## config.mk

```make
export PLATFORM = sky130hd
export DESIGN_NAME = dvi_video_top
export DESIGN_NICKNAME = d
export VERILOG_FILES = /design/src/hdl/video_pkg.sv /design/src/hdl/video_if.sv /design/src/hdl/vga_timing.sv /design/src/hdl/bar_pattern.sv /design/src/hdl/tmds_encoder.sv /design/src/hdl/dvi_video_top.sv
export VERILOG_INCLUDE_DIRS = /design/src /design/src/hdl
export SDC_FILE = /design/constraint.sdc
export NUM_CORES = 1
export LEC_CHECK = 0
export ABC_AREA = 1
export BUFFER_PORTS_ARGS = -buffer_cell sky130_fd_sc_hd__buf_2
export CAP_MARGIN = 40
export CORE_MARGIN = 3
export CORE_UTILIZATION = 55
export DETAILED_ROUTE_END_ITERATION = 7
export MAX_ROUTING_LAYER = met4
export PLACE_DENSITY = 0.72
export SYNTH_ARGS = -nofsm -noshare
export SYNTH_HDL_FRONTEND = slang
export SYNTH_SLANG_ARGS = --single-unit
```

## constraint.sdc

```tcl
create_clock -name clk -period 2.5 [get_ports clk]
set_input_delay 0.5 -clock clk [delete_from_list [all_inputs] [get_ports clk]]
set_output_delay 0.5 -clock clk [all_outputs]
set_load 0.03 [all_outputs]
```

## src/hdl/video_macros.svh

```systemverilog
`ifndef VIDEO_MACROS_SVH
`define VIDEO_MACROS_SVH

//------------------
// horizontal raster, in pixel clocks
//------------------

// visible pixels per line
`define H_ACTIVE   640
// blank pixels between the last visible pixel and hsync
`define H_FRONT    16
// hsync pulse width
`define H_SYNC     96
// whole line including back porch
`define H_TOTAL    800

//------------------
// vertical raster, in lines
//------------------

`define V_ACTIVE   480
`define V_FRONT    10
`define V_SYNC     2
`define V_TOTAL    525

//------------------
// test picture
//------------------

// eight bars across the visible width
`define BAR_WIDTH  80

`endif

```

## src/hdl/video_pkg.sv

```systemverilog
package video_pkg;

    //------------------
    // raster position
    //------------------

    // wide enough for both 0..799 and 0..524
    typedef logic [9:0] coord_t;

    //------------------
    // pixel data
    //------------------

    // one colour channel
    typedef logic [7:0] colour_t;

    // red in the top byte, blue in the bottom byte
    typedef struct packed
    {
        colour_t red;
        colour_t green;
        colour_t blue;
    } pixel_t;

    //------------------
    // DVI link
    //------------------

    // one encoded symbol, bit 0 goes out first on the wire
    typedef logic [9:0] tmds_word_t;

    // running ones minus zeros count of the sent data words
    typedef logic signed [4:0] disparity_t;

endpackage

```

## src/hdl/video_if.sv

```systemverilog
// one pixel clock worth of raster state passed between pipeline stages
interface video_if;

    logic                hsync;
    logic                vsync;
    logic                de;
    video_pkg::coord_t   x;
    video_pkg::coord_t   y;
    video_pkg::pixel_t   pixel;

    // the stage that produces the raster
    modport src
    (
        output hsync,
        output vsync,
        output de,
        output x,
        output y,
        output pixel
    );

    // the stage that consumes it
    modport snk
    (
        input  hsync,
        input  vsync,
        input  de,
        input  x,
        input  y,
        input  pixel
    );

endinterface

```

## src/hdl/vga_timing.sv

```systemverilog
`include "video_macros.svh"

module vga_timing
(
    input  logic  clk,
    input  logic  i_arst_n,
    video_if.src  raster
);

    //------------------
    // sync windows
    //------------------

    localparam video_pkg::coord_t h_last   = video_pkg::coord_t'(`H_TOTAL - 1);
    localparam video_pkg::coord_t v_last   = video_pkg::coord_t'(`V_TOTAL - 1);

    localparam video_pkg::coord_t hs_start = video_pkg::coord_t'(`H_ACTIVE + `H_FRONT);
    localparam video_pkg::coord_t hs_end   = video_pkg::coord_t'(`H_ACTIVE + `H_FRONT + `H_SYNC);

    localparam video_pkg::coord_t vs_start = video_pkg::coord_t'(`V_ACTIVE + `V_FRONT);
    localparam video_pkg::coord_t vs_end   = video_pkg::coord_t'(`V_ACTIVE + `V_FRONT + `V_SYNC);

    video_pkg::coord_t h_cnt;
    video_pkg::coord_t v_cnt;

    //------------------
    // position counters
    //------------------

    // pixel counter wraps every line, line counter every frame
    always_ff @(posedge clk or negedge i_arst_n)
    begin
        if (!i_arst_n)
        begin
            h_cnt <= '0;
            v_cnt <= '0;
        end
        else if (h_cnt == h_last)
        begin
            h_cnt <= '0;

            if (v_cnt == v_last)
                v_cnt <= '0;
            else
                v_cnt <= v_cnt + 1'b1;
        end
        else
        begin
            h_cnt <= h_cnt + 1'b1;
        end
    end

    //------------------
    // raster outputs
    //------------------

    // position and its sync levels leave together from one register stage
    always_ff @(posedge clk or negedge i_arst_n)
    begin
        if (!i_arst_n)
        begin
            raster.x     <= '0;
            raster.y     <= '0;
            raster.hsync <= 1'b0;
            raster.vsync <= 1'b0;
            raster.de    <= 1'b0;
        end
        else
        begin
            raster.x     <= h_cnt;
            raster.y     <= v_cnt;
            raster.hsync <= (h_cnt >= hs_start) && (h_cnt < hs_end);
            raster.vsync <= (v_cnt >= vs_start) && (v_cnt < vs_end);
            raster.de    <= (h_cnt < video_pkg::coord_t'(`H_ACTIVE))
                         && (v_cnt < video_pkg::coord_t'(`V_ACTIVE));
        end
    end

    // no colour is made here, bar_pattern paints it
    assign raster.pixel = '0;

    //------------------
    // checks
    //------------------

    a_x_in_line: assert property (@(posedge clk) disable iff (!i_arst_n)
        raster.x < video_pkg::coord_t'(`H_TOTAL));

    a_y_in_frame: assert property (@(posedge clk) disable iff (!i_arst_n)
        raster.y < video_pkg::coord_t'(`V_TOTAL));

endmodule

```

## src/hdl/bar_pattern.sv

```systemverilog
`include "video_macros.svh"

module bar_pattern
(
    input  logic        clk,
    input  logic        i_arst_n,
    input  logic [2:0]  i_key,
    video_if.snk        raster,
    video_if.src        paint
);

    logic [2:0]         bar_idx;
    video_pkg::pixel_t  bar_pix;

    //------------------
    // colour of the current pixel
    //------------------

    // bars 8 and 9 fall into blanking and are masked below
    assign bar_idx = 3'(raster.x / `BAR_WIDTH);

    always_comb
    begin
        // each bar index bit lights one channel, each key flips one
        bar_pix.red   = {8{bar_idx[2] ^ i_key[2]}};
        bar_pix.green = {8{bar_idx[1] ^ i_key[1]}};
        bar_pix.blue  = {8{bar_idx[0] ^ i_key[0]}};

        // black outside the visible area
        if (!raster.de)
            bar_pix = '0;
    end

    //------------------
    // output stage
    //------------------

    // control levels
    always_ff @(posedge clk or negedge i_arst_n)
    begin
        if (!i_arst_n)
        begin
            paint.hsync <= 1'b0;
            paint.vsync <= 1'b0;
            paint.de    <= 1'b0;
        end
        else
        begin
            paint.hsync <= raster.hsync;
            paint.vsync <= raster.vsync;
            paint.de    <= raster.de;
        end
    end

    // position and colour follow the control levels by the same one clock
    always_ff @(posedge clk)
    begin
        paint.x     <= raster.x;
        paint.y     <= raster.y;
        paint.pixel <= bar_pix;
    end

endmodule

```

## src/hdl/tmds_encoder.sv

```systemverilog
module tmds_encoder
# (
    // only the blue channel carries hsync and vsync
    parameter bit sync_channel = 1'b0
)
(
    input  logic                     clk,
    input  logic                     i_arst_n,
    input  video_pkg::colour_t       i_data,
    input  logic                     i_de,
    input  logic                     i_c0,
    input  logic                     i_c1,
    output video_pkg::tmds_word_t    o_tmds
);

    // control symbols indexed by {c1, c0}
    localparam video_pkg::tmds_word_t ctrl_00 = 10'b1101010100;
    localparam video_pkg::tmds_word_t ctrl_01 = 10'b0010101011;
    localparam video_pkg::tmds_word_t ctrl_10 = 10'b0101010100;
    localparam video_pkg::tmds_word_t ctrl_11 = 10'b1010101011;

    function automatic logic [3:0] ones8 (input video_pkg::colour_t v);
        logic [3:0] n;
        n = '0;
        for (int i = 0; i < 8; i++)
            n = n + 4'(v[i]);
        return n;
    endfunction

    //------------------
    // stage one
    //------------------

    logic [3:0]  data_ones;
    logic        use_xnor;
    logic [8:0]  qm_next;

    logic [8:0]  qm_q;
    logic        de_q;
    logic        c0_q;
    logic        c1_q;

    // transition minimising, XNOR chain when the byte is mostly ones
    always_comb
    begin
        data_ones  = ones8(i_data);
        use_xnor   = (data_ones > 4'd4) || ((data_ones == 4'd4) && !i_data[0]);
        qm_next[0] = i_data[0];

        for (int i = 1; i < 8; i++)
            qm_next[i] = use_xnor ? ~(qm_next[i - 1] ^ i_data[i])
                                  :  (qm_next[i - 1] ^ i_data[i]);

        // bit 8 is set for the XOR chain
        qm_next[8] = !use_xnor;
    end

    always_ff @(posedge clk or negedge i_arst_n)
    begin
        if (!i_arst_n)
        begin
            de_q <= 1'b0;
            c0_q <= 1'b0;
            c1_q <= 1'b0;
        end
        else
        begin
            de_q <= i_de;
            // a channel without sync only ever sends the 00 control code
            c0_q <= i_c0 & sync_channel;
            c1_q <= i_c1 & sync_channel;
        end
    end

    always_ff @(posedge clk)
        qm_q <= qm_next;

    //------------------
    // stage two
    //------------------

    logic [3:0]              qm_ones;
    video_pkg::disparity_t   bal;
    video_pkg::disparity_t   disp;
    video_pkg::disparity_t   disp_next;
    video_pkg::tmds_word_t   word_next;

    always_comb
    begin
        qm_ones = ones8(qm_q[7:0]);
        // ones minus zeros of the chained byte, -8..8
        bal     = video_pkg::disparity_t'(qm_ones)
                - video_pkg::disparity_t'(4'd8 - qm_ones);

        if (!de_q)
        begin
            // blanking restarts the DC count
            disp_next = '0;

            case ({c1_q, c0_q})
                2'b00:   word_next = ctrl_00;
                2'b01:   word_next = ctrl_01;
                2'b10:   word_next = ctrl_10;
                default: word_next = ctrl_11;
            endcase
        end
        else if ((disp == 0) || (bal == 0))
        begin
            // no bias either way, invert only for the XNOR chain
            word_next = {~qm_q[8], qm_q[8], qm_q[8] ? qm_q[7:0] : ~qm_q[7:0]};
            disp_next = qm_q[8] ? disp + bal : disp - bal;
        end
        else if (((disp > 0) && (bal > 0)) || ((disp < 0) && (bal < 0)))
        begin
            // this byte would push the count further away, so send it inverted
            word_next = {1'b1, qm_q[8], ~qm_q[7:0]};
            disp_next = disp + (qm_q[8] ? 5'sd2 : 5'sd0) - bal;
        end
        else
        begin
            word_next = {1'b0, qm_q[8], qm_q[7:0]};
            disp_next = disp - (qm_q[8] ? 5'sd0 : 5'sd2) + bal;
        end
    end

    always_ff @(posedge clk or negedge i_arst_n)
    begin
        if (!i_arst_n)
        begin
            o_tmds <= ctrl_00;
            disp   <= '0;
        end
        else
        begin
            o_tmds <= word_next;
            disp   <= disp_next;
        end
    end

    //------------------
    // checks
    //------------------

    a_disp_bound: assert property (@(posedge clk) disable iff (!i_arst_n)
        (disp >= -10) && (disp <= 10));

endmodule

```

## src/hdl/dvi_video_top.sv

```systemverilog
module dvi_video_top
(
    input  logic                     clk,
    input  logic                     i_arst_n,
    input  logic [2:0]               i_key,
    output video_pkg::tmds_word_t    o_tmds_red,
    output video_pkg::tmds_word_t    o_tmds_green,
    output video_pkg::tmds_word_t    o_tmds_blue
);

    //------------------
    // raster and picture
    //------------------

    video_if raster_if ();
    video_if paint_if  ();

    vga_timing vga_timing_inst
    (
        .clk       ( clk              ),
        .i_arst_n  ( i_arst_n         ),
        .raster    ( raster_if.src    )
    );

    bar_pattern bar_pattern_inst
    (
        .clk       ( clk              ),
        .i_arst_n  ( i_arst_n         ),
        .i_key     ( i_key            ),
        .raster    ( raster_if.snk    ),
        .paint     ( paint_if.src     )
    );

    //------------------
    // one encoder per channel
    //------------------

    tmds_encoder # (.sync_channel ( 1'b0 )) enc_red
    (
        .clk       ( clk                    ),
        .i_arst_n  ( i_arst_n               ),
        .i_data    ( paint_if.pixel.red     ),
        .i_de      ( paint_if.de            ),
        .i_c0      ( 1'b0                   ),
        .i_c1      ( 1'b0                   ),
        .o_tmds    ( o_tmds_red             )
    );

    tmds_encoder # (.sync_channel ( 1'b0 )) enc_green
    (
        .clk       ( clk                    ),
        .i_arst_n  ( i_arst_n               ),
        .i_data    ( paint_if.pixel.green   ),
        .i_de      ( paint_if.de            ),
        .i_c0      ( 1'b0                   ),
        .i_c1      ( 1'b0                   ),
        .o_tmds    ( o_tmds_green           )
    );

    // DVI puts hsync on c0 and vsync on c1 of channel 0
    tmds_encoder # (.sync_channel ( 1'b1 )) enc_blue
    (
        .clk       ( clk                    ),
        .i_arst_n  ( i_arst_n               ),
        .i_data    ( paint_if.pixel.blue    ),
        .i_de      ( paint_if.de            ),
        .i_c0      ( paint_if.hsync         ),
        .i_c1      ( paint_if.vsync         ),
        .o_tmds    ( o_tmds_blue            )
    );

endmodule

```

# After elaboration in Yosys (flattened, before gate mapping)
# Cells that the tools add are included.
[classes]
bitwise = 51
n_eq_ne = 7
reduce_logical = 34
n_mux = 54
n_addsub = 68
div = 1
magnitude_cmp = 21
[ops]
columns = ["operator", "count"]
rows = [
  ["$logic_not A32 Y1", 6],
  ["$add A4 B1 Y4", 33],
  ["$mux W10", 11],
  ["$mux W5", 12],
  ["$sub A5 B5 Y5", 9],
  ["$div A10 B7 Y32 const B", 1],
  ["$add A5 B5 Y5", 6],
  ["$gt A5 B1 Y1 const B", 6],
  ["$lt A5 B1 Y1 const B", 6],
  ["$pmux W10 S3", 1],
  ["$mux W8", 3],
  ["$not A1 Y1", 24],
  ["$not A8 Y8", 3],
  ["$xor A1 B1 Y1", 24],
  ["$mux W1", 21],
  ["$add A10 B1 Y10 const B", 2],
  ["$eq A10 B10 Y1 const B", 2],
  ["$lt A10 B10 Y1 const B", 2],
  ["$lt A10 B9 Y1 const B", 2],
  ["$add A5 B3 Y5", 3],
  ["$sub A4 B4 Y5 const A", 3],
  ["$sub A5 B3 Y5", 3],
  ["$add A1 B1 Y2", 6],
  ["$eq A4 B3 Y1 const B", 3],
  ["11 further kinds", 44],
]
[totals]
wordCells = 260
inputBits = 5
regBits = 114

# Depth between registers and ports, before layout
# Gate-level depths: netlist of the first run.
[logic_depth]
depth_word = 29
mapped_depth = 17
ltp_nobuf = 17

# Cells and area by module
# A second synthesis of the first run with hierarchy kept.
[hier_totals]
hier_cells = 1030
area_unflattened_um2 = 8997.4
[by_module_without_submodules]
columns = ["mod", "area_per_inst_um2", "instances", "cells_per_inst"]
rows = [
  ["tmds_encoder at enc_green ...", 1886.8, 2, 214],
  ["tmds_encoder at enc_blue", 2082.0, 1, 253],
  ["vga_timing", 2005.7, 1, 219],
  ["bar_pattern", 1132.3, 1, 129],
  ["dvi_video_top", 3.8, 1, 1],
]

# Least setup slack after synthesis of the first run
# No wires, ideal clock.
[synth_path]
path_type = "register to register"
start = "register vga_timing_inst.raster.x[7]"
end = "register, netlist name bar_pattern_inst.paint.pixel[0]"
period_less_slack_ps = 2159
path_stages_with_launch = 16
path_buffers = 0
setup_slack_ps = 341
arrival_time_ps = 2044
path_cell_list = "dfrtp_1 inv_1 nand2_1 ha_1 o21ai_2 nand4_1 nand3_4 nand2_4 nand2_1 nand2_1 nand2_1 nand3_1 nor2_1 nand3_1 nand2_1 nor2_1"
[synth_via]
elab_chain_cells = 2
[synth_rtl]
columns = ["item", "line_no", "rtl"]
rows = [
  ["start, declared", "video_if.sv:17", "output x,"],
  ["start signal, assigned", "vga_timing.sv:70", "raster.x <= h_cnt;"],
  ["$div A10 B7 Y32 (no line)", "n/a", ""],
  ["$xor A1 B1 Y1", "bar_pattern.sv:27", "bar_pix.blue = {8{bar_idx[0] ^ i_key[0]}};"],
]
# No other way between the ends.
# A chain may end at the register's enable or synchronous reset.

# Worst setup path in the final report of the first run
[layout_path]
start = "register vga_timing_inst.raster.x[8]"
end = "register, netlist name bar_pattern_inst.paint.pixel[0]"
[layout_via]
elab_chain_cells = 2
[layout_rtl]
columns = ["item", "line_no"]
rows = [
  ["$div A10 B7 Y32 (no line)", "n/a"],
  ["$xor A1 B1 Y1", "bar_pattern.sv:27"],
]
# No other way between the ends.

==> results of run 1 <==
-- worst max-delay path: cells and delay by family (launching register included) --
family,cells,cell delay [ns]
AOI/OAI and AO/OA,1,0.22
DFF,1,0.39
and+or+nand+nor,12,1.18
adders and majority gates,1,0.31
buffers and inverters,1,0.10
-- state kept, by name, indices dropped and copies added (netlist names), 2 cells and up --
signal / flops
enc_blue.disp: 4
enc_red.disp: 4
enc_red.qm_q: 2
vga_timing_inst.v_cnt: 10
enc_blue.qm_q: 2
bar_pattern_inst.paint.pixel: 3
enc_red.o_tmds: 4
vga_timing_inst.raster.x: 6
enc_green.qm_q: 2
enc_green.o_tmds: 4
enc_blue.o_tmds: 4
enc_green.disp: 4
vga_timing_inst.h_cnt: 10
-- kinds of logic (layout without fill, tap and decap cells) --
family / count (synthesis) / after routing / synth area share [%]
adder cells (fa/ha/maj): 33 / 33 / 11.8
XOR/XNOR: 13 / 13 / 2.93
flip-flops: 68 / 68 / 43.0
AND/OR/NAND/NOR: 175 / 175 / 22.1
AO/OA/AOI/OAI: 60 / 60 / 9.28
buffers and inverters: 95 / 130 / 10.9
-- report_power, final --
group / total [mW] / internal [mW] / leakage (nW) / switching [mW]
Combinational: 1.92 / 0.654 / 1.37 / 1.26
Clock: 0.889 / 0.508 / 0.109 / 0.381
Sequential: 1.47 / 1.33 / 0.791 / 0.138
-- cell usage in the layout (no fill, tap or decap), types with 9 or more instances in the layout --
cell	count
a21oi_1	17
xor2_1	10
nand3_1	20
o21ai_0	17
nor3_1	11
ha_1	27
buf_2	34
inv_1	70
dfxtp_1	9
dfrtp_1	50
dfstp_2	9
clkbuf_8	11
nand2_1	68
nor2_1	39
-- layout make-up --
class	instances	area, sq um	share of cell area (%)
multi-input combinational	281	1830	42.5
sequential	68	1670	38.7
timing repair buffer	39	208	4.82
tap	93	116	2.70
inverter	75	282	6.54
clock inverter	5	50.0	1.16
clock buffer	11	151	3.52
-- repair_timing --
| action | in CTS | in global routing |
|---|---|---|
| setup endpoints to repair | 0 | 2 |
| setup buffers | 0 | 3 |
| resized for setup | 0 | 10 |
-- path summary, 6_finish.rpt --
check	cells after the start	slack (ns)	endpoint	startpoint
min in group clk	0	0.34	enc_blue.c0_q	bar_pattern_inst.paint.hsync
max reg2reg	15	0.17	bar_pattern_inst.paint.pixel[0]	vga_timing_inst.raster.x[8]
min reg2reg	0	0.34	enc_blue.c0_q	bar_pattern_inst.paint.hsync
max in group asynchronous	2	1.73	vga_timing_inst.h_cnt[2]	i_arst_n
max	15	0.17	bar_pattern_inst.paint.pixel[0]	vga_timing_inst.raster.x[8]
min	2	0.29	enc_red.disp[4]	i_arst_n
-- metal layers --
layer / vias to the layer above / wire length (um)
met5: - / 0
met4: 0 / 115
met3: 11 / 235
met2: 53 / 3600
met1: 1364 / 3070
li1: 1479 / -
==> key figures, run 1 <==
Routing
  • Drt drc: 0
  • Drt initial violations: 123
  • Final WL: 7020 um
  • Remaining antenna violation count: 0
  • Via-to-Cell Ratio: 5.08
  • Via Count: 2907
  • Drt pass-1 iters: 4
  • Wirelength per Cell: 12.3 um

Synth
  • Post-synth EDFFs: 0
  • Top cells by area, synth: dfrtp_1, ha_1, inv_1, nand2_1, dfstp_2
  • Flops & latches, synth: 68
  • Yosys warnings: 0
  • Syn Inst Count: 444
  • Yosys cell types: 43
  • Net count of the mapped netlist: 482
  • Sequential-to-total area share from yosys stat: 43.0%
  • Main synth FF type: dfrtp_1
  • Area of the mapped netlist: 3880 sq um
  • Post-synth ARST share: 86.8%
  • Synth area leader: dfrtp_1
  • Top-count cell post-synth: inv_1
  • Top cells by count, synth: inv_1, nand2_1, dfrtp_1, nor2_1, ha_1
  • Yosys top cell area share: 32.2%
  • Syn_area_per_cell: 8.74 sq um

Critical path
  • Critical Path RT: 2.72 ns
  • Worst Path Arrival: 2.55 ns
  • Startpoint types: register
  • Critical setup path kind: reg -> reg
  • Worst path max stage delay: 0.39 ns
  • Crit path top cell by count: nand2_2
  • Worst setup EP type: register
  • Cell Chain, Critical Path: inv_1 > nand2_2 > ha_1 > o21ai_4 > nand3_4 > nand2_2 > nand2_2 > nor2_4 > nand3_4 > nand3_2 > nand3_1 > nor2_2 > nand3_1 > nand2_1 > nor2_1
  • Crit-path slowest cell: dfrtp_1
  • Max FO, Critical Path: 6

Layout
  • Fill cells: 562
  • Share of layout cells above drive strength 1: 19.8%
  • Ant. Diodes: 0
  • Post-route cell area: 4310 sq um
  • Final instance count without filler cells: 572
  • Syn-to-layout area delta: 11.0%
  • Nets@finish: 512
  • Final core occ: 65.2%

STA
  • Final hold viol count: 0
  • Hold slack: 0.291 ns
  • Final period util: 93.1%
  • Min Tclk post-route: 2.33 ns
  • Slew headroom: 53.2%
  • Setup TNS: 0 ns
  • Slew Viols, Final: 0
  • RSZ-0062 raised after global routing: yes
  • Finish-stage setup viols: 0
  • Setup ws final: 0.174 ns
  • Least-Margin Pin Slew: 0.702 ns
  • Upper clock frequency limit: 430 MHz
  • Clock skew: 0.00931 ns

Clock tree
  • CTS tree: built
  • Htree depth: 3
  • Worst-Skew Late Latency: 0.33 ns
  • Clk sinks: 68
  • Clock root buffer: clkbuf_8
  • CTS buffer count: 9
  • CTS hold repair buffers: 0
  • Clk slew on worst S/H paths: 0.07 ns
  • Longest Clk Path Bufs: 2

Place
  • HPWL Detailed: 5300 um
  • Setup WS pre-CTS: 0.111 ns
  • Placed Instances: 553
  • GP Congestion: 0.942
  • Area after DPL: 4040 sq um
  • Port Buf Inserts: 34

Global route
  • Initial antenna violation count: 0
  • Grt met2 use: 33.0%
  • Vias in the first global route: 2895
  • Gr usage total: 18.9%
  • Met3 GRT Util: 3.67%
  • GRT overflow: 0
  • Pin count of the biggest net entering global routing: 60
  • First-pass GRT wire length: 12400 um
  • GR met1 Demand/Resource: 21.0%
  • GRT Max-Usage Layer: met2

Floorplanning
  • Die area: 8100 sq um
  • Die Span Y: 90.0 um
  • Width of the die: 90.0 um
  • IO Pins: 35
  • Core Area: 6600 sq um
  • Initial Util: 58.8%
  • Rows: 29

Power
  • Worst vdd ir: 0.401 mV
  • Pleak: 2.27 nW
  • Pwr/cell area: 994 nW/um^2
  • Overall Power: 4.28 mW

Hold path
  • Hold Crit Class: in -> async

Outcome
  • Outcome: completed

Job
  • Maxcap violations: 0
Note: power is estimated with default switching activity, not from simulation.
==> run 2: changes to the inputs <==
--- a/config.mk
+++ b/config.mk
@@ -10,10 +10,10 @@
 export BUFFER_PORTS_ARGS = -buffer_cell sky130_fd_sc_hd__buf_2
 export CAP_MARGIN = 40
 export CORE_MARGIN = 3
-export CORE_UTILIZATION = 55
+export CORE_UTILIZATION = 30
 export DETAILED_ROUTE_END_ITERATION = 7
 export MAX_ROUTING_LAYER = met4
-export PLACE_DENSITY = 0.72
+export PLACE_DENSITY = 0.43
 export SYNTH_ARGS = -nofsm -noshare
 export SYNTH_HDL_FRONTEND = slang
 export SYNTH_SLANG_ARGS = --single-unit
==> run 2 against run 1 <==
First-iteration DRC count is 0.81% higher. Wire length is 4.4% higher. Sequential power hardly changed. Fmax is 2.5% higher. Sequential share of layout area is 1.1 points lower. Setup slack better by 0.057 ns. Clock-buffer cell count is 1 lower. Global-route usage is 7.4 points lower. Clock skew is 0.0063 ns lower. Total power is 5.3% higher. Critical path type unchanged. Largest power group unchanged.
==> key figures, run 2 (synthesis gave the netlist of run 1 again) <==
Outcome
  • Outcome: completed

Critical path
  • Worst Path Arrival: 2.49 ns
  • Critical Path RT: 2.72 ns
  • Critical setup path kind: reg -> reg
  • Max FO, Critical Path: 6
  • Worst setup EP type: register
  • Startpoint types: register

Global route
  • Initial antenna violation count: 0
  • First-pass GRT wire length: 13000 um
  • GRT overflow: 0
  • Pin count of the biggest net entering global routing: 23
  • Gr usage total: 11.6%
  • Vias in the first global route: 2842

Clock tree
  • Htree depth: 3
  • Worst-Skew Late Latency: 0.33 ns
  • CTS tree: built
  • CTS hold repair buffers: 0
  • Longest Clk Path Bufs: 2
  • Clock root buffer: clkbuf_16
  • Clk slew on worst S/H paths: 0.05 ns
  • Clk sinks: 68
  • CTS buffer count: 9

Floorplanning
  • Rows: 40
  • Core Area: 12300 sq um
  • Die Span Y: 120 um
  • Die area: 14300 sq um
  • Width of the die: 120 um
  • IO Pins: 35
  • Initial Util: 31.5%

Routing
  • Remaining antenna violation count: 0
  • Via-to-Cell Ratio: 4.45
  • Drt initial violations: 124
  • Drt drc: 0
  • Wirelength per Cell: 11.3 um
  • Drt pass-1 iters: 6
  • Final WL: 7320 um
  • Via Count: 2886

Power
  • Pwr/cell area: 1020 nW/um^2
  • Pleak: 2.24 nW
  • Overall Power: 4.51 mW
  • Worst vdd ir: 0.310 mV

STA
  • Min Tclk post-route: 2.27 ns
  • RSZ-0062 raised after global routing: no
  • Setup ws final: 0.230 ns
  • Setup TNS: 0 ns
  • Hold slack: 0.113 ns
  • Upper clock frequency limit: 441 MHz
  • Clock skew: 0.00301 ns
  • Final hold viol count: 0
  • Finish-stage setup viols: 0
  • Least-Margin Pin Slew: 0.491 ns
  • Slew headroom: 67.0%
  • Slew Viols, Final: 0
  • Final period util: 90.8%

Layout
  • Ant. Diodes: 0
  • Commonest non-fill, non-tap cells in the layout: inv_1, nand2_1, dfrtp_1
  • Most common cell after layout, fill and taps aside: inv_1
  • Post-route cell area: 4440 sq um
  • Share of layout cells above drive strength 1: 19.0%
  • Final core occ: 36.0%
  • Syn-to-layout area delta: 14.3%
  • Nets@finish: 513
  • Largest registers: vga_timing_inst.h_cnt: 10 flops, vga_timing_inst.v_cnt: 10 flops, vga_timing_inst.raster.x: 6 flops
  • Final instance count without filler cells: 648

Place
  • Setup WS pre-CTS: 0.155 ns
  • HPWL Detailed: 5740 um
  • Port Buf Inserts: 34
  • GP Congestion: 0.862
  • Area after DPL: 4160 sq um
  • Placed Instances: 632

Hold path
  • Hold Crit Class: in -> async

Job
  • Maxcap violations: 0
==> run 2: cell types whose count changed in the layout (fill, tap and decap cells not counted), sizes merged <==
cell	before	now
clkbuf	11	10
buf	39	40
bufinv	1	0
clkinvlp	0	1
clkinv	4	5
==> run 2: final timing paths <==
check	depth (start not counted)	end	slack, ns	start
setup / recovery	16	bar_pattern_inst.paint.pixel[0]	0.23	vga_timing_inst.raster.x[7]
hold / removal	1	enc_red.o_tmds[7]	0.11	i_arst_n
setup reg to reg	16	bar_pattern_inst.paint.pixel[0]	0.23	vga_timing_inst.raster.x[7]
hold reg to reg	0	enc_blue.c0_q	0.35	bar_pattern_inst.paint.hsync
max in group asynchronous	2	vga_timing_inst.v_cnt[3]	1.72	i_arst_n
min in group clk	0	enc_blue.c0_q	0.35	bar_pattern_inst.paint.hsync
==> run 2: area by class of cell <==
| class | count | area, sq um |
|---|---|---|
| clock buffer | 10 | 229 |
| sequential | 68 | 1670 |
| fill | 1290 | 7880 |
| timing repair buffer | 40 | 215 |
| inverter | 75 | 282 |
| clock inverter | 6 | 32.5 |
| tap | 168 | 210 |
| multi-input combinational | 281 | 1800 |
==> run 2: where the power goes <==
part	leakage (nW)	switching (mW)	total, mW	internal, mW
logic	1.32	1.28	1.94	0.660
registers	0.791	0.134	1.47	1.34
clock network	0.132	0.438	1.10	0.660
total	2.24	1.85	4.51	2.66
==> run 2: worst max-delay path: stages (launching register included) <==
cell      delay [ns]
dfrtp_1         0.39
inv_1           0.11
nand2_1         0.10
ha_1            0.19
nand3b_2        0.31
inv_2           0.15
nand3_2         0.15
nand2_2         0.14
nor2_4          0.05
nand2_1         0.09
nand2_1         0.06
nand2_1         0.05
nand3_1         0.07
nor2_1          0.13
nand3_1         0.08
nand2_1         0.06
nor2_1          0.03
==> run 2: repair_timing <==
item	CTS	global route
setup endpoints to repair	0	1
gates resized for setup	0	3
buffers inserted	0	0
endpoints found under the hold margin	0	0
==> run 2: routing by layer <==
metal | vias to the layer above | track usage (%) | part of all wire [%]
li1 | 1477 | - | -
met1 | 1343 | 13.7 | 46
met2 | 56 | 18.7 | 48
met3 | 10 | 3.91 | 4.3
met4 | 0 | 3.51 | 1.2
met5 | - | - | 0
